<file path="config.mk">
export PLATFORM = sky130hd
export DESIGN_NAME = streamer_top
export DESIGN_NICKNAME = d
export VERILOG_FILES = /design/src/rtl/streamer_pkg.sv /design/src/rtl/stream_sink.sv /design/src/rtl/stream_source.sv /design/src/rtl/streamer_top.sv /design/src/rtl/tcdm_arbiter.sv
export VERILOG_INCLUDE_DIRS = /design/src /design/src/rtl
export SDC_FILE = /design/constraint.sdc
export NUM_CORES = 1
export LEC_CHECK = 0
export ABC_AREA = 1
export ABC_CLOCK_PERIOD_IN_PS = 3720
export BUFFER_PORTS_ARGS = -buffer_cell sky130_fd_sc_hd__clkbuf_2
export CORE_MARGIN = 2
export CORE_UTILIZATION = 30
export CTS_BUF_LIST = sky130_fd_sc_hd__clkbuf_8 sky130_fd_sc_hd__clkbuf_16
export DETAILED_ROUTE_END_ITERATION = 8
export GPL_TIMING_DRIVEN = 1
export HOLD_SLACK_MARGIN = 0.12
export SLEW_MARGIN = 0
export SYNTH_ARGS = -nofsm -noshare
export SYNTH_HDL_FRONTEND = slang
export SYNTH_SLANG_ARGS = --single-unit
</file>
<file path="constraint.sdc">
create_clock -name clk_i -period 3.72 [get_ports clk_i]
set_clock_uncertainty 0.1 [all_clocks]
set_input_delay 0.744 -clock clk_i [delete_from_list [all_inputs] [get_ports clk_i]]
set_output_delay 0.744 -clock clk_i [all_outputs]
set_load 0.01 [all_outputs]
</file>
<file path="src/rtl/streamer_params.svh">
`ifndef STREAMER_PARAMS_SVH
`define STREAMER_PARAMS_SVH

// Width of one memory word and of one stream beat
`define STREAMER_DW 32

// Byte address width on the memory port
`define STREAMER_AW 32

// Word count width, bounds the length of one transfer
`define STREAMER_LEN_W 16

// Entries in each load response FIFO
// Covers the memory turnaround with room to spare
`define STREAMER_FIFO_DEPTH 4

`endif

</file>
<file path="src/rtl/streamer_pkg.sv">
`include "streamer_params.svh"

package streamer_pkg;

  // One request on the memory port
  // wen high means read, low means write
  typedef struct packed {
    logic                      req;
    logic [`STREAMER_AW-1:0]   addr;
    logic                      wen;
    logic [`STREAMER_DW/8-1:0] be;
    logic [`STREAMER_DW-1:0]   data;
  } tcdm_req_t;

  // Memory answer, gnt in the request cycle, read data one cycle later
  typedef struct packed {
    logic                    gnt;
    logic                    r_valid;
    logic [`STREAMER_DW-1:0] r_data;
  } tcdm_rsp_t;

  // Forward half of a valid/ready stream
  typedef struct packed {
    logic                    valid;
    logic [`STREAMER_DW-1:0] data;
  } stream_t;

  // Per channel setup, stride in bytes
  typedef struct packed {
    logic [`STREAMER_AW-1:0]    base;
    logic [`STREAMER_AW-1:0]    stride;
    logic [`STREAMER_LEN_W-1:0] len;
  } stream_ctrl_t;

  // Busy is a level, done a single cycle pulse
  typedef struct packed {
    logic busy;
    logic done;
  } stream_flags_t;

  typedef enum logic {CHAN_IDLE, CHAN_RUN} chan_state_e;

  typedef enum logic [1:0] {OWNER_NONE, OWNER_X, OWNER_W, OWNER_Z} grant_owner_e;

endpackage

</file>
<file path="src/rtl/stream_sink.sv">
`timescale 1ns/1ps
`include "streamer_params.svh"

module stream_sink (
  input  logic                        clk_i,
  input  logic                        arst_n_i,
  input  logic                        clear_i,
  input  logic                        start_i,
  input  streamer_pkg::stream_ctrl_t  ctrl_i,
  input  streamer_pkg::stream_t       stream_i,
  output logic                        stream_ready_o,
  output streamer_pkg::tcdm_req_t     tcdm_req_o,
  input  streamer_pkg::tcdm_rsp_t     tcdm_rsp_i,
  output streamer_pkg::stream_flags_t flags_o
);

  streamer_pkg::chan_state_e  state_q;
  logic [`STREAMER_AW-1:0]    addr_q;
  logic [`STREAMER_AW-1:0]    stride_q;
  // Words still to be written
  logic [`STREAMER_LEN_W-1:0] remain_q;
  logic                       done_q;
  logic                       wr_accept;

  // One beat becomes one full word write
  always_comb begin
    tcdm_req_o      = '0;
    tcdm_req_o.req  = (state_q == streamer_pkg::CHAN_RUN) && stream_i.valid;
    tcdm_req_o.addr = addr_q;
    tcdm_req_o.wen  = 1'b0;
    tcdm_req_o.be   = '1;
    tcdm_req_o.data = stream_i.data;
  end

  // Beat moves exactly when the write is granted
  assign stream_ready_o = tcdm_rsp_i.gnt;
  assign wr_accept      = tcdm_req_o.req && tcdm_rsp_i.gnt;

  assign flags_o.busy = (state_q == streamer_pkg::CHAN_RUN);
  assign flags_o.done = done_q;

  always_ff @(posedge clk_i or negedge arst_n_i) begin
    if (!arst_n_i) begin
      state_q  <= streamer_pkg::CHAN_IDLE;
      remain_q <= '0;
      done_q   <= 1'b0;
    end else if (clear_i) begin
      state_q  <= streamer_pkg::CHAN_IDLE;
      remain_q <= '0;
      done_q   <= 1'b0;
    end else begin
      done_q <= 1'b0;
      if ((state_q == streamer_pkg::CHAN_IDLE) && start_i) begin
        remain_q <= ctrl_i.len;
        if (ctrl_i.len != '0) state_q <= streamer_pkg::CHAN_RUN;
        else done_q <= 1'b1;
      end else if (wr_accept) begin
        remain_q <= remain_q - 1'b1;
        // Last write granted, finish on this edge
        if (remain_q == 1) begin
          state_q <= streamer_pkg::CHAN_IDLE;
          done_q  <= 1'b1;
        end
      end
    end
  end

  // Address walk by stride per granted write
  always_ff @(posedge clk_i) begin
    if ((state_q == streamer_pkg::CHAN_IDLE) && start_i) begin
      addr_q   <= ctrl_i.base;
      stride_q <= ctrl_i.stride;
    end else if (wr_accept) begin
      addr_q <= addr_q + stride_q;
    end
  end

  // Grant only ever lands on a live request of a running channel
  assert property (@(posedge clk_i) disable iff (!arst_n_i)
    tcdm_rsp_i.gnt |-> tcdm_req_o.req && (state_q == streamer_pkg::CHAN_RUN))
    else $error("stream_sink: grant outside a running request");

endmodule

</file>
<file path="src/rtl/stream_source.sv">
`timescale 1ns/1ps
`include "streamer_params.svh"

module stream_source (
  input  logic                        clk_i,
  input  logic                        arst_n_i,
  input  logic                        clear_i,
  input  logic                        start_i,
  input  streamer_pkg::stream_ctrl_t  ctrl_i,
  output streamer_pkg::tcdm_req_t     tcdm_req_o,
  input  streamer_pkg::tcdm_rsp_t     tcdm_rsp_i,
  output streamer_pkg::stream_t       stream_o,
  input  logic                        stream_ready_i,
  output streamer_pkg::stream_flags_t flags_o
);

  localparam int unsigned DEPTH = `STREAMER_FIFO_DEPTH;
  localparam int unsigned PTR_W = (DEPTH > 1) ? $clog2(DEPTH) : 1;
  localparam int unsigned CNT_W = $clog2(DEPTH + 1);

  streamer_pkg::chan_state_e  state_q;
  logic [`STREAMER_AW-1:0]    addr_q;
  logic [`STREAMER_AW-1:0]    stride_q;
  logic [`STREAMER_LEN_W-1:0] len_q;
  logic [`STREAMER_LEN_W-1:0] req_cnt_q;
  logic [`STREAMER_LEN_W-1:0] beat_cnt_q;
  logic                       done_q;

  // Response FIFO
  logic [`STREAMER_DW-1:0] fifo_mem [DEPTH];
  logic [PTR_W-1:0]        wr_ptr_q;
  logic [PTR_W-1:0]        rd_ptr_q;
  logic [CNT_W-1:0]        count_q;
  // Reads granted whose data has not come back yet
  logic [CNT_W-1:0]        pending_q;
  logic [CNT_W-1:0]        free_slots;

  logic issue;
  logic rd_accept;
  logic push;
  logic pop;
  logic last_beat;

  function automatic logic [PTR_W-1:0] ptr_inc(input logic [PTR_W-1:0] ptr);
    return (ptr == PTR_W'(DEPTH - 1)) ? '0 : ptr + 1'b1;
  endfunction

  // Credit check, every read in flight already owns a slot
  assign free_slots = CNT_W'(DEPTH) - count_q;
  assign issue      = (state_q == streamer_pkg::CHAN_RUN) && (req_cnt_q != len_q) &&
                      (free_slots > pending_q);
  assign rd_accept  = issue && tcdm_rsp_i.gnt;
  assign push       = tcdm_rsp_i.r_valid;
  assign pop        = stream_o.valid && stream_ready_i;
  assign last_beat  = pop && (beat_cnt_q == len_q - 1'b1);

  // Full word reads only
  always_comb begin
    tcdm_req_o      = '0;
    tcdm_req_o.req  = issue;
    tcdm_req_o.addr = addr_q;
    tcdm_req_o.wen  = 1'b1;
    tcdm_req_o.be   = '1;
  end

  // Head of the FIFO is the stream output
  assign stream_o.valid = (count_q != '0);
  assign stream_o.data  = fifo_mem[rd_ptr_q];

  assign flags_o.busy = (state_q == streamer_pkg::CHAN_RUN);
  assign flags_o.done = done_q;

  // Channel FSM and beat counters
  always_ff @(posedge clk_i or negedge arst_n_i) begin
    if (!arst_n_i) begin
      state_q    <= streamer_pkg::CHAN_IDLE;
      req_cnt_q  <= '0;
      beat_cnt_q <= '0;
      done_q     <= 1'b0;
    end else if (clear_i) begin
      state_q    <= streamer_pkg::CHAN_IDLE;
      req_cnt_q  <= '0;
      beat_cnt_q <= '0;
      done_q     <= 1'b0;
    end else begin
      done_q <= 1'b0;
      case (state_q)
        streamer_pkg::CHAN_IDLE: begin
          if (start_i) begin
            req_cnt_q  <= '0;
            beat_cnt_q <= '0;
            // Empty transfer finishes at once
            if (ctrl_i.len != '0) state_q <= streamer_pkg::CHAN_RUN;
            else done_q <= 1'b1;
          end
        end
        default: begin
          if (rd_accept) req_cnt_q <= req_cnt_q + 1'b1;
          if (pop) beat_cnt_q <= beat_cnt_q + 1'b1;
          if (last_beat) begin
            state_q <= streamer_pkg::CHAN_IDLE;
            done_q  <= 1'b1;
          end
        end
      endcase
    end
  end

  // Setup capture and address walk
  always_ff @(posedge clk_i) begin
    if (start_i && (state_q == streamer_pkg::CHAN_IDLE)) begin
      addr_q   <= ctrl_i.base;
      stride_q <= ctrl_i.stride;
      len_q    <= ctrl_i.len;
    end else if (rd_accept) begin
      addr_q <= addr_q + stride_q;
    end
  end

  // FIFO pointers, occupancy and read credits
  always_ff @(posedge clk_i or negedge arst_n_i) begin
    if (!arst_n_i) begin
      wr_ptr_q  <= '0;
      rd_ptr_q  <= '0;
      count_q   <= '0;
      pending_q <= '0;
    end else if (clear_i) begin
      wr_ptr_q  <= '0;
      rd_ptr_q  <= '0;
      count_q   <= '0;
      pending_q <= '0;
    end else begin
      if (push) wr_ptr_q <= ptr_inc(wr_ptr_q);
      if (pop) rd_ptr_q <= ptr_inc(rd_ptr_q);
      count_q   <= count_q + CNT_W'(push) - CNT_W'(pop);
      pending_q <= pending_q + CNT_W'(rd_accept) - CNT_W'(push);
    end
  end

  always_ff @(posedge clk_i) begin
    if (push) fifo_mem[wr_ptr_q] <= tcdm_rsp_i.r_data;
  end

  // Credits must keep returning data from overrunning the FIFO
  assert property (@(posedge clk_i) disable iff (!arst_n_i)
    push && !pop |-> count_q < CNT_W'(DEPTH))
    else $error("stream_source: response FIFO overflow");

  // Arbiter routes read data only to the channel that issued the read
  assert property (@(posedge clk_i) disable iff (!arst_n_i)
    tcdm_rsp_i.r_valid |-> pending_q != '0)
    else $error("stream_source: read data with no read outstanding");

endmodule

</file>
<file path="src/rtl/streamer_top.sv">
`timescale 1ns/1ps

module streamer_top (
  input  logic                        clk_i,
  input  logic                        arst_n_i,
  input  logic                        clear_i,
  input  logic                        x_start_i,
  input  logic                        w_start_i,
  input  logic                        z_start_i,
  input  streamer_pkg::stream_ctrl_t  x_ctrl_i,
  input  streamer_pkg::stream_ctrl_t  w_ctrl_i,
  input  streamer_pkg::stream_ctrl_t  z_ctrl_i,
  output streamer_pkg::stream_t       x_stream_o,
  output streamer_pkg::stream_t       w_stream_o,
  input  logic                        x_ready_i,
  input  logic                        w_ready_i,
  input  streamer_pkg::stream_t       z_stream_i,
  output logic                        z_ready_o,
  output streamer_pkg::stream_flags_t x_flags_o,
  output streamer_pkg::stream_flags_t w_flags_o,
  output streamer_pkg::stream_flags_t z_flags_o,
  output streamer_pkg::tcdm_req_t     mem_req_o,
  input  streamer_pkg::tcdm_rsp_t     mem_rsp_i
);

  // Channel side of the arbiter
  streamer_pkg::tcdm_req_t x_req;
  streamer_pkg::tcdm_req_t w_req;
  streamer_pkg::tcdm_req_t z_req;
  streamer_pkg::tcdm_rsp_t x_rsp;
  streamer_pkg::tcdm_rsp_t w_rsp;
  streamer_pkg::tcdm_rsp_t z_rsp;

  // X load channel
  stream_source u_x_source (
    .clk_i          (clk_i),
    .arst_n_i       (arst_n_i),
    .clear_i        (clear_i),
    .start_i        (x_start_i),
    .ctrl_i         (x_ctrl_i),
    .tcdm_req_o     (x_req),
    .tcdm_rsp_i     (x_rsp),
    .stream_o       (x_stream_o),
    .stream_ready_i (x_ready_i),
    .flags_o        (x_flags_o)
  );

  // W load channel, same block as X
  stream_source u_w_source (
    .clk_i          (clk_i),
    .arst_n_i       (arst_n_i),
    .clear_i        (clear_i),
    .start_i        (w_start_i),
    .ctrl_i         (w_ctrl_i),
    .tcdm_req_o     (w_req),
    .tcdm_rsp_i     (w_rsp),
    .stream_o       (w_stream_o),
    .stream_ready_i (w_ready_i),
    .flags_o        (w_flags_o)
  );

  // Z store channel
  stream_sink u_z_sink (
    .clk_i          (clk_i),
    .arst_n_i       (arst_n_i),
    .clear_i        (clear_i),
    .start_i        (z_start_i),
    .ctrl_i         (z_ctrl_i),
    .stream_i       (z_stream_i),
    .stream_ready_o (z_ready_o),
    .tcdm_req_o     (z_req),
    .tcdm_rsp_i     (z_rsp),
    .flags_o        (z_flags_o)
  );

  // Three sources onto the single memory port
  tcdm_arbiter u_arbiter (
    .clk_i     (clk_i),
    .arst_n_i  (arst_n_i),
    .clear_i   (clear_i),
    .x_req_i   (x_req),
    .w_req_i   (w_req),
    .z_req_i   (z_req),
    .x_rsp_o   (x_rsp),
    .w_rsp_o   (w_rsp),
    .z_rsp_o   (z_rsp),
    .mem_req_o (mem_req_o),
    .mem_rsp_i (mem_rsp_i)
  );

endmodule

</file>
<file path="src/rtl/tcdm_arbiter.sv">
`timescale 1ns/1ps

module tcdm_arbiter (
  input  logic                    clk_i,
  input  logic                    arst_n_i,
  input  logic                    clear_i,
  input  streamer_pkg::tcdm_req_t x_req_i,
  input  streamer_pkg::tcdm_req_t w_req_i,
  input  streamer_pkg::tcdm_req_t z_req_i,
  output streamer_pkg::tcdm_rsp_t x_rsp_o,
  output streamer_pkg::tcdm_rsp_t w_rsp_o,
  output streamer_pkg::tcdm_rsp_t z_rsp_o,
  output streamer_pkg::tcdm_req_t mem_req_o,
  input  streamer_pkg::tcdm_rsp_t mem_rsp_i
);

  streamer_pkg::grant_owner_e sel;
  // Load left waiting on the port last cycle
  streamer_pkg::grant_owner_e lock_q;
  // Owner of the read whose data returns this cycle
  streamer_pkg::grant_owner_e rd_owner_q;
  // High when W goes first on the next X/W tie
  logic                       rr_w_q;
  logic                       accepted;

  always_comb begin
    sel = streamer_pkg::OWNER_NONE;
    // A presented load stays on the port until granted
    if ((lock_q == streamer_pkg::OWNER_X) && x_req_i.req) sel = streamer_pkg::OWNER_X;
    else if ((lock_q == streamer_pkg::OWNER_W) && w_req_i.req) sel = streamer_pkg::OWNER_W;
    // Store beats everything else
    else if (z_req_i.req) sel = streamer_pkg::OWNER_Z;
    else if (x_req_i.req && w_req_i.req) begin
      sel = rr_w_q ? streamer_pkg::OWNER_W : streamer_pkg::OWNER_X;
    end
    else if (x_req_i.req) sel = streamer_pkg::OWNER_X;
    else if (w_req_i.req) sel = streamer_pkg::OWNER_W;
  end

  always_comb begin
    case (sel)
      streamer_pkg::OWNER_X: mem_req_o = x_req_i;
      streamer_pkg::OWNER_W: mem_req_o = w_req_i;
      streamer_pkg::OWNER_Z: mem_req_o = z_req_i;
      default:               mem_req_o = '0;
    endcase
  end

  assign accepted = mem_req_o.req && mem_rsp_i.gnt;

  // gnt goes to the selected source only and read data to the registered owner
  // Store takes no read data
  always_comb begin
    x_rsp_o         = '0;
    w_rsp_o         = '0;
    z_rsp_o         = '0;
    x_rsp_o.gnt     = mem_rsp_i.gnt && (sel == streamer_pkg::OWNER_X);
    w_rsp_o.gnt     = mem_rsp_i.gnt && (sel == streamer_pkg::OWNER_W);
    z_rsp_o.gnt     = mem_rsp_i.gnt && (sel == streamer_pkg::OWNER_Z);
    x_rsp_o.r_valid = mem_rsp_i.r_valid && (rd_owner_q == streamer_pkg::OWNER_X);
    w_rsp_o.r_valid = mem_rsp_i.r_valid && (rd_owner_q == streamer_pkg::OWNER_W);
    x_rsp_o.r_data  = mem_rsp_i.r_data;
    w_rsp_o.r_data  = mem_rsp_i.r_data;
    z_rsp_o.r_data  = mem_rsp_i.r_data;
  end

  always_ff @(posedge clk_i or negedge arst_n_i) begin
    if (!arst_n_i) begin
      lock_q     <= streamer_pkg::OWNER_NONE;
      rd_owner_q <= streamer_pkg::OWNER_NONE;
      rr_w_q     <= 1'b0;
    end else if (clear_i) begin
      lock_q     <= streamer_pkg::OWNER_NONE;
      rd_owner_q <= streamer_pkg::OWNER_NONE;
      rr_w_q     <= 1'b0;
    end else begin
      lock_q     <= (mem_req_o.req && !mem_rsp_i.gnt) ? sel : streamer_pkg::OWNER_NONE;
      rd_owner_q <= (accepted && mem_req_o.wen) ? sel : streamer_pkg::OWNER_NONE;
      // Pointer moves to the other load after a granted load
      if (accepted && (sel == streamer_pkg::OWNER_X)) rr_w_q <= 1'b1;
      else if (accepted && (sel == streamer_pkg::OWNER_W)) rr_w_q <= 1'b0;
    end
  end

  // A waiting request keeps every field on the port until it is granted
  assert property (@(posedge clk_i) disable iff (!arst_n_i)
    !clear_i && mem_req_o.req && !mem_rsp_i.gnt |=> clear_i || $stable(mem_req_o))
    else $error("tcdm_arbiter: request changed before its grant");

  // Owner routing relies on the fixed one cycle read latency
  assert property (@(posedge clk_i) disable iff (!arst_n_i)
    accepted && mem_req_o.wen |=> mem_rsp_i.r_valid)
    else $error("tcdm_arbiter: read data missing one cycle after grant");

endmodule

</file>
### Yosys cells after proc, flatten, opt, wreduce, memory -nomap -nowiden

Memories as Yosys holds them, arrays and structs flattened.
Index checks and enable logic that the tools add are counted.

| word-level totals | value |
|---|---|
| register bits after elaboration | 335 |
| RAM bits | 256 |
| input bits | 315 |
| output and inout port bits | 143 |
| logic and storage cells | 221 |
| memories kept | 2 |

Memory list:

| memory | depth | bits a word | rd ports | clocked after Yosys merged registers in | write ports | RTL line | text |
|---|---|---|---|---|---|---|---|
| u_w_source.fifo_mem | 4 | 32 | 1 | 0 | 1 | stream_source.sv:30 | `` logic [`STREAMER_DW-1:0] fifo_mem [DEPTH]; `` |
| u_x_source.fifo_mem | 4 | 32 | 1 | 0 | 1 | stream_source.sv:30 |  |

| operators by class | value |
|---|---|
| add/subtract/negate cells | 24 |
| magnitude comparators | 2 |
| equal/unequal tests | 21 |
| mux-type cells | 88 |
| bitwise operators | 3 |
| reductions and logical operators | 51 |

Operators with widths:

| operator | number |
|---|---|
| $mux W16 | 17 |
| $pmux W70 S3 | 1 |
| $mux W32 | 6 |
| $add A32 B32 Y32 | 3 |
| $add A16 B1 Y16 const B | 4 |
| $reduce_bool A16 Y1 | 3 |
| $sub A16 B1 Y16 const B | 3 |
| $mux W2 | 23 |
| $mux W1 | 37 |
| $eq A16 B16 Y1 | 2 |
| $ne A16 B16 Y1 | 2 |
| $logic_and A1 B1 Y1 | 28 |
| $reduce_bool A3 Y1 | 7 |
| $eq A16 B1 Y1 const B | 1 |
| $eq A2 B2 Y1 const B | 8 |
| $reduce_bool A2 Y1 | 7 |
| $add A3 B1 Y3 | 4 |
| $mux W3 | 4 |
| $ne A3 B3 Y1 const B | 4 |
| $sub A3 B1 Y3 | 4 |
| $add A2 B1 Y2 const B | 4 |
| $reduce_and A2 Y1 | 4 |
| $eq A2 B1 Y1 const B | 3 |
| $gt A3 B3 Y1 | 2 |
| 5 further kinds | 8 |

### Depth between registers and ports, before layout

Gate-level depths: netlist (run 1).

| depth | value |
|---|---|
| depth after elaboration | 16 |
| gate-level depth with buffers | 25 |
| depth with buffers taken out | 24 |

### By module

From an unflattened synthesis (run 1), not the netlist that was laid out.

| unflattened totals | value |
|---|---|
| cell total of the unflattened synthesis | 4,009 |
| area total of the unflattened synthesis | 34,870.9 um2 |

By module, submodules not included:

| module | instances | cells each | area each (um2) | sequential area each (um2) |
|---|---|---|---|---|
| stream_source (u_x_source) | 1 | 1,373 | 13,216.4 | 7,347.0 |
| stream_source (u_w_source) | 1 | 1,316 | 13,001.2 | 7,347.0 |
| stream_sink | 1 | 874 | 6,289.8 | 2,372.3 |
| tcdm_arbiter | 1 | 446 | 2,363.5 | 125.1 |

### Worst setup path before layout (run 1)

OpenSTA, ideal clock, no wires.

| path | value |
|---|---|
| path type | flip-flop to output port |
| start | reg u_x_source.count_q[1] |
| end | out mem_req_o[37] in the netlist's numbering |
| arrival | 2.951 ns |
| required time | 2.876 ns |
| path slack | -0.075 ns |
| stages on the path, launching flop included | 23 |
| path buffers | 2 |
| cell sequence | dfrtp_1 -> inv_1 -> ha_1 -> ha_1 -> inv_1 -> ha_1 -> nand2_1 -> o21ai_0 -> nand2_1 -> nor2_1 -> nand2_2 -> inv_2 -> o21ai_0 -> nand2_1 -> nand2_1 -> nand2_1 -> ha_1 -> clkbuf_1 -> clkbuf_1 -> nand2_1 -> nand3_1 -> nand2_1 -> inv_1 |

RTL lines:

| what | RTL line | text |
|---|---|---|
| from (decl) | stream_source.sv:33 | `logic [CNT_W-1:0] count_q;` |
| from (signal assigned) | stream_source.sv:135 | `count_q <= count_q + CNT_W'(push) - CNT_W'(pop);` |
| to (decl) | streamer_top.sv:22 | `output streamer_pkg::tcdm_req_t mem_req_o,` |

==> key figures, run 1 <==
Place
  – Gp weighted congestion: 0.954
  – IO buf count: roughly 460
  – HPWL after DPL: 83100 µm
  – Dpl cells: 5417

Routing
  – Detailed Route Iter0 Violations: 2249
  – DRT Wirelength: 114000 µm
  – Wire per inst: 20.3 µm
  – DR vias: roughly 28000
  – DR vias/cell: 4.93
  – Drt drc: 0
  – Drt first pass iters: 6
  – Antenna viol nets, final: 0

CTS
  – TritonCTS Sinks: 591
  – Root buffer cell: clkbuf_16
  – CTS tree: done
  – TritonCTS Buffers: 73
  – H-Tree Depth: 3
  – Latest clock arrival within the worst-skew pair: 0.66 ns
  – Clock buffer depth: 3
  – Clock slew at reported path FFs: 0.06 ns

Min path
  – Hold Path Class: primary input to flop

Finish
  – Fin util: a little under two fifths
  – Register area: 17200 µm²
  – Share of layout cells above drive strength 1: 21.9%
  – Nets@finish: 4621
  – Footprint of the multi-input gates: around 14000 µm²
  – Area grow syn2layout: 27.2%
  – Filler cells: 10600
  – Non-filler cells, final: 5631

Timing
  – Final Hold Viols: 0
  – Max Freq: 226 MHz
  – Worst rel slew slack: 29.9%
  – Setup-failing EPs final: between 70 and 80
  – Worst hold slack: 0.165 ns
  – Final setup margin: -0.714 ns
  – Slew @ Worst Pin: 1.05 ns
  – Sum Neg Setup Slack: -41.69 ns
  – Post-layout min period: 4.43 ns
  – Unrepaired setup endpoints after global routing: true
  – Slew Limit Fails: 0
  – Crit share post-route: 119%

Setup path
  – Crit start category: flop
  – Req. time, crit path: approximately 2.9 ns
  – Kind of critical path: flop to primary output
  – Crit path arrival time: 3.59 ns
  – CP Max Fanout: 8
  – Flop2flop setup slack: -0.66 ns
  – Worst setup EP type: primary output

Global route
  – GRT Total Usage: 20.0%
  – M1 GR Usage: 25.5%
  – M2 GR Usage: approximately 33%
  – GRT busiest layer: met2
  – GR Util met3: 4.51%
  – Initial antenna violation count: 6
  – Global route overflow: 0
  – Vias in the first global route: 26600
  – Largest net degree at the start of global routing: 93
  – First-pass GRT wire length: ~170000 µm

Power and ir drop
  – Leakage: 0.0176 µW
  – Pwr dens: ~640 nW/µm²
  – Worst VDD drop: 0.000427 V
  – Final Power: 26400 µW

Run
  – Max Cap Viol: 0

Floorplanning
  – Num rows: 120
  – IO Pins: 458
  – Core ar.: between 100000 and 150000 µm²
  – Initial Util: 30.2%
  – Full die area: 110000 µm²
  – Chip width: 332 µm
  – Die Span Y: 332 µm

Synth
  – Post-Syn Nets: 4030
  – Synth top area cells: edfxtp_1 (45%), nand2_1 (9.8%), dfrtp_1 (8.6%)
  – FF+latch count, synth: roughly 600
  – Post-synth EDFFs: 480
  – Biggest area consumer among synthesized cells: edfxtp_1
  – Syn Inst Count: around 3600
  – Share of the synthesized area in the top cell type: 44.8%
  – Cell area after synthesis: 32200 µm²
  – Top FF cell, synth: edfxtp_1
  – YS warnings: 0
  – Cell variety after synth: 59
  – Register area share after synthesis: 53.4%
  – Avg Synthesized Cell Area: 9.01 µm²
  – Async S/R FF share, synth: 18.8%

Run status
  – Failing checks: negative setup slack
  – Outcome: finished with violations
[cell usage after synthesis (all sizes together), types with 12 or more instances]
master / n
edfxtp: 480
o21ai: 321
or2: 21
dfrtp: 111
nand2: 846
inv: 399
xnor2: 49
a31oi: 25
a21oi: 174
nor2: 398
ha: 133
nor4: 20
nand4: 34
o22ai: 68
nand3: 182
xor2: 50
buf: 29
o21bai: 12
nor3: 56
clkbuf: 73
nand3b: 17
[cells in the final DEF, fill, tap and decap left out, types with 49 or more instances in the layout]
cell type  count
a21oi_1      165
buf_4         93
clkbuf_16     78
clkbuf_2     392
dfrtp_1      109
edfxtp_1     480
ha_1         121
inv_1        351
inv_2         52
nand2_1      779
nand3_1      161
nor2_1       373
nor3_1        53
o21ai_0      283
o22ai_1       68
xnor2_1       49
xor2_1        50
[layout make-up]
type,count,area share (%)
antenna,5,0.0306
clock buffer,78,4.63
clock inverter,54,1.20
inverter,400,3.72
multi-input combinational,2483,33.5
sequential,591,42.0
tap,1403,4.29
timing repair buffer,617,10.6
[sequential cells by signal, summed over array words and instances, names as in the netlist, 3 cells and up]
name	cells
u_w_source.fifo_mem	128
u_x_source.fifo_mem	128
u_w_source.addr_q	32
u_w_source.stride_q	32
u_x_source.addr_q	32
u_x_source.stride_q	32
u_z_sink.addr_q	32
u_z_sink.stride_q	32
u_w_source.beat_cnt_q	16
u_w_source.len_q	16
u_w_source.req_cnt_q	16
u_x_source.beat_cnt_q	16
u_x_source.len_q	16
u_x_source.req_cnt_q	16
u_z_sink.remain_q	16
u_w_source.count_q	3
u_w_source.pending_q	3
u_x_source.count_q	3
u_x_source.pending_q	3
[critical path, cell delays in order, from the launching register on]
cell and delay [ns]:
dfrtp_1 0.34, inv_1 0.08, ha_4 0.17, ha_4 0.25, inv_2 0.04, ha_4 0.26
nand2_2 0.04, o21ai_2 0.09, nand2_1 0.06, nor2_2 0.13, nand2_2 0.08, inv_2 0.09
o21ai_2 0.05, nand2_1 0.08, nand2_2 0.08, nand2_4 0.10, buf_6 0.12, ha_4 0.24
clkbuf_16 0.22, nand2_1 0.06, nand3_1 0.11, nand2_1 0.06, inv_1 0.05, clkbuf_2 0.12
[routing by layer]
metal,routed length (µm),vias to the layer above
li1,-,13400
met1,47600,13200
met2,53500,1068
met3,8990,185
met4,4080,2
met5,10,-
[path summary, 6_finish.rpt]
kind / from / endpoint / cells past startpoint
min in group asynchronous: arst_n_i / u_x_source.state_q / 2
hold reg to reg: u_x_source.req_cnt_q[4] / u_x_source.req_cnt_q[4] / 2
max in group asynchronous: arst_n_i / u_z_sink.remain_q[11] / 4
setup / recovery: u_x_source.count_q[1] / mem_req_o[63] / 23
setup reg to reg: u_x_source.count_q[1] / u_arbiter.rr_w_q / 34
hold / removal: w_ctrl_i[35] / u_w_source.stride_q[19] / 1
[where the power goes]
part | switching, µW | internal, µW | total (µW) | leakage, µW
clock | 3050 | 4010 | 7060 | 0.00120
combinational | 6350 | 4560 | 10900 | 0.0104
sequential | 609 | 7780 | 8390 | 0.00595
total | 10000 | 16300 | 26400 | 0.0176
[timing repair]
item                                    CTS  global route
hold buffers                             25             0
buffers inserted                         31             8
pin swaps                                16            11
hold endpoints to repair                 62             0
resized for setup                       138           184
gates cloned                              8             7
endpoints found under the setup margin  140           155
[stage by stage]
stage	area [µm²]	setup WS, ns
after detailed placement	36700	-0.220
after global placement	36700	-0.116
after floorplan	32200	-0.0363
final	41000	-0.714
after CTS	40300	-0.667
after global routing	40900	-0.916
[kinds of logic (layout without fill, tap and decap cells)]
family | count (synthesis) | in the layout | synth area share, %
other cells | 0 | 5 | 0
xor+xnor | 101 | 101 | 2.83
fa+ha+maj | 140 | 140 | 5.60
compound gates | 660 | 660 | 11.4
simple gates | 1581 | 1582 | 20.7
flops | 591 | 591 | 53.4
buf+inv | 502 | 1149 | 6.09
Power figures use the tool's default switching activity.
==> run 2, diff against run 1 <==
- CELL_PAD_IN_SITES_DETAIL_PLACEMENT: not set -> 0
- CELL_PAD_IN_SITES_GLOBAL_PLACEMENT: not set -> 2
- PLACE_DENSITY_LB_ADDON: not set -> 0.1
==> key figures, run 2 (synthesis results as in run 1) <==
Finish
  – Footprint of the multi-input gates: 13800 µm²
  – Largest regs: u_w_source.fifo_mem (128), u_x_source.fifo_mem (128)
  – Share of layout cells above drive strength 1: roughly 23%
  – Most common cell after layout, fill and taps aside: nand2_1
  – Design Area, Final: 41300 µm²
  – Register area: 17200 µm²
  – Most frequent cells in the layout: nand2_1 (773), edfxtp_1 (480), clkbuf_2 (394)
  – Filler cells: 11000
  – Area grow syn2layout: 28.2%
  – Nets@finish: 4639

Global route
  – Vias in the first global route: 27600
  – GRT Total Usage: 21.1%
  – Initial antenna violation count: 10
  – First-pass GRT wire length: 176000 µm
  – Global route overflow: 0
  – Largest net degree at the start of global routing: 81

Floorplanning
  – Core ar.: between 100000 and 150000 µm²
  – Initial Util: 30.2%
  – Chip width: 332 µm
  – Num rows: 120
  – Die Span Y: 332 µm
  – IO Pins: 458
  – Full die area: 110000 µm²

Setup path
  – Critical path cell sequence: inv_2 > ha_4 > ha_4 > inv_2 > ha_4 > nand2_2 > o21ai_2 > nand2_1 > nor2_2 > nand2_2 > o21ai_2 > nand3_2 > nand2_4 > buf_6 > inv_6 > ha_4 > buf_12 > buf_16 > nand2_2 > nand3_2 > nand2_2 > inv_1 > buf_2
  – Crit start category: flop
  – CP Max Fanout: 6
  – Flop2flop setup slack: 0 ns
  – R2R depth: 21
  – Slowest Stage Delay on Critical Path: between 0.3 and 0.4 ns
  – Worst Setup SP: u_x_source.count_q[0]
  – Crit path arrival time: 3.58 ns
  – Req. time, crit path: 2.88 ns
  – Worst setup path endpoint: mem_req_o[55]
  – WP buf/inv: 8
  – RR Endpoint: u_z_sink.addr_q[22]
  – Reg2Reg Launch Point: u_w_source.count_q[0]
  – Crit path max-delay family: adder cells
  – Worst setup EP type: primary output
  – Kind of critical path: flop to primary output
  – Critical Path Stages: 23
  – Critical path's slowest cell: dfrtp_1

CTS
  – Clock slew at reported path FFs: 0.05 ns
  – Latest clock arrival within the worst-skew pair: 0.67 ns
  – TritonCTS Sinks: 591
  – Clock buffer depth: 3
  – TritonCTS Buffers: 76
  – Root buffer cell: clkbuf_16
  – H-Tree Depth: 3
  – CTS tree: done

Routing
  – Detailed Route Iter0 Violations: 1579
  – Antenna viol nets, final: 0
  – Drt first pass iters: 7
  – Wire per inst: 20.8 µm
  – DR vias: 27000
  – DRT Wirelength: between 100000 and 150000 µm
  – DR vias/cell: 4.77
  – Drt drc: 0

Timing
  – Setup-failing EPs final: between 70 and 80
  – Slew Limit Fails: 0
  – Final Hold Viols: 0
  – Slew @ Worst Pin: approximately 0.91 ns
  – Worst rel slew slack: 39.2%
  – Final setup margin: -0.706 ns
  – Crit share post-route: 119%
  – Post-layout min period: 4.43 ns
  – Sum Neg Setup Slack: -42.55 ns
  – Max Freq: 226 MHz
  – Unrepaired setup endpoints after global routing: true

Power and ir drop
  – Worst VDD drop: between 0.0003 and 0.0004 V
  – Leakage: 0.0178 µW
  – Pwr dens: 662 nW/µm²

Place
  – Gp weighted congestion: 0.841
  – HPWL after DPL: 87600 µm
  – Area after DPL: 36800 µm²
  – IO buf count: 457

Min path
  – Hold Path Class: primary input to flop

Run
  – Max Cap Viol: 0

Run status
  – Outcome: finished with violations
  – Failing checks: negative setup slack
[run 2: cell types whose count changed in the layout (fill, tap and decap cells not counted), sizes merged, moves of 2 or more]
cell | before | now
diode | 5 | 3
clkbuf | 477 | 491
buf | 193 | 202
inv | 411 | 409
[run 2: worst min path at each step]
stage / slack, ns / cells past startpoint / start / to
floorplan: 0.35 / 0 / arst_n_i / u_arbiter.lock_q[0]
global placement: 0.44 / 2 / u_x_source.beat_cnt_q[14] / u_x_source.beat_cnt_q[14]
detailed placement: 0.44 / 2 / u_x_source.beat_cnt_q[14] / u_x_source.beat_cnt_q[14]
CTS: 0.12 / 1 / w_ctrl_i[47] / u_w_source.stride_q[31]
global route: 0.13 / 1 / x_ctrl_i[12] / u_x_source.len_q[12]
finish: 0.17 / 1 / w_ctrl_i[33] / u_w_source.stride_q[17]
[run 2: layout make-up]
cell class                 instances  share of cell area, %
tap                             1403                   4.25
inverter                         400                   3.68
multi-input combinational       2483                   33.4
timing repair buffer             632                   10.8
sequential                       591                   41.6
antenna                            3                 0.0182
clock inverter                    51                   1.28
clock buffer                      86                   4.94
[run 2: layer usage]
| metal | track usage, % | vias up | share of wire (%) |
|---|---|---|---|
| li1 | - | 13400 | - |
| met1 | 27.5 | 12900 | 44 |
| met3 | 3.12 | 140 | 4.1 |
| met5 | 0 | - | 0.032 |
| met4 | 4.82 | 8 | 2.3 |
| met2 | 36.9 | 526 | 49 |
[run 2: repair_timing]
| item | CTS | global route |
|---|---|---|
| setup buffers | 47 | 7 |
| resized for setup | 167 | 156 |
| gates cloned | 10 | 3 |
| hold buffers | 24 | 0 |
| pin swaps | 58 | 33 |
| setup endpoints to repair | 154 | 174 |
| hold endpoints to repair | 64 | 0 |
[run 2: worst reg2reg max path: stages (launching register included)]
cell and delay [ns]:
dfrtp_1 0.36, inv_2 0.06, ha_4 0.16, ha_4 0.25, inv_2 0.04, ha_4 0.26
nand3b_1 0.09, a21oi_2 0.20, nand2_1 0.11, inv_2 0.10, nand3_2 0.09, nand3_2 0.10
nand2_4 0.07, buf_6 0.13, inv_6 0.06, ha_4 0.16, buf_12 0.16, nand2_1 0.09
nor2_1 0.26, inv_1 0.12, nand2_1 0.13, buf_12 0.24
[run 2: per-stage QoR]
stage	instances	util [%]	hold WS, ns	total power, µW	setup slack, ns
floorplan	3575	-	0.348	13300	-0.0363
detailed placement	5433	34.5	0.436	17300	-0.264
CTS	5650	38.4	0.120	27100	-0.779
global placement	5433	34.5	0.436	17300	-0.242
global route	5648	38.7	0.126	29000	-0.926
finish	5649	38.7	0.173	27300	-0.706
[run 2: power breakdown]
part	leakage (µW)	switching, µW	internal, µW
Sequential	0.00595	536	7780
Combinational	0.0105	6610	4940
Clock	0.00128	3140	4340
Total	0.0178	10300	17100
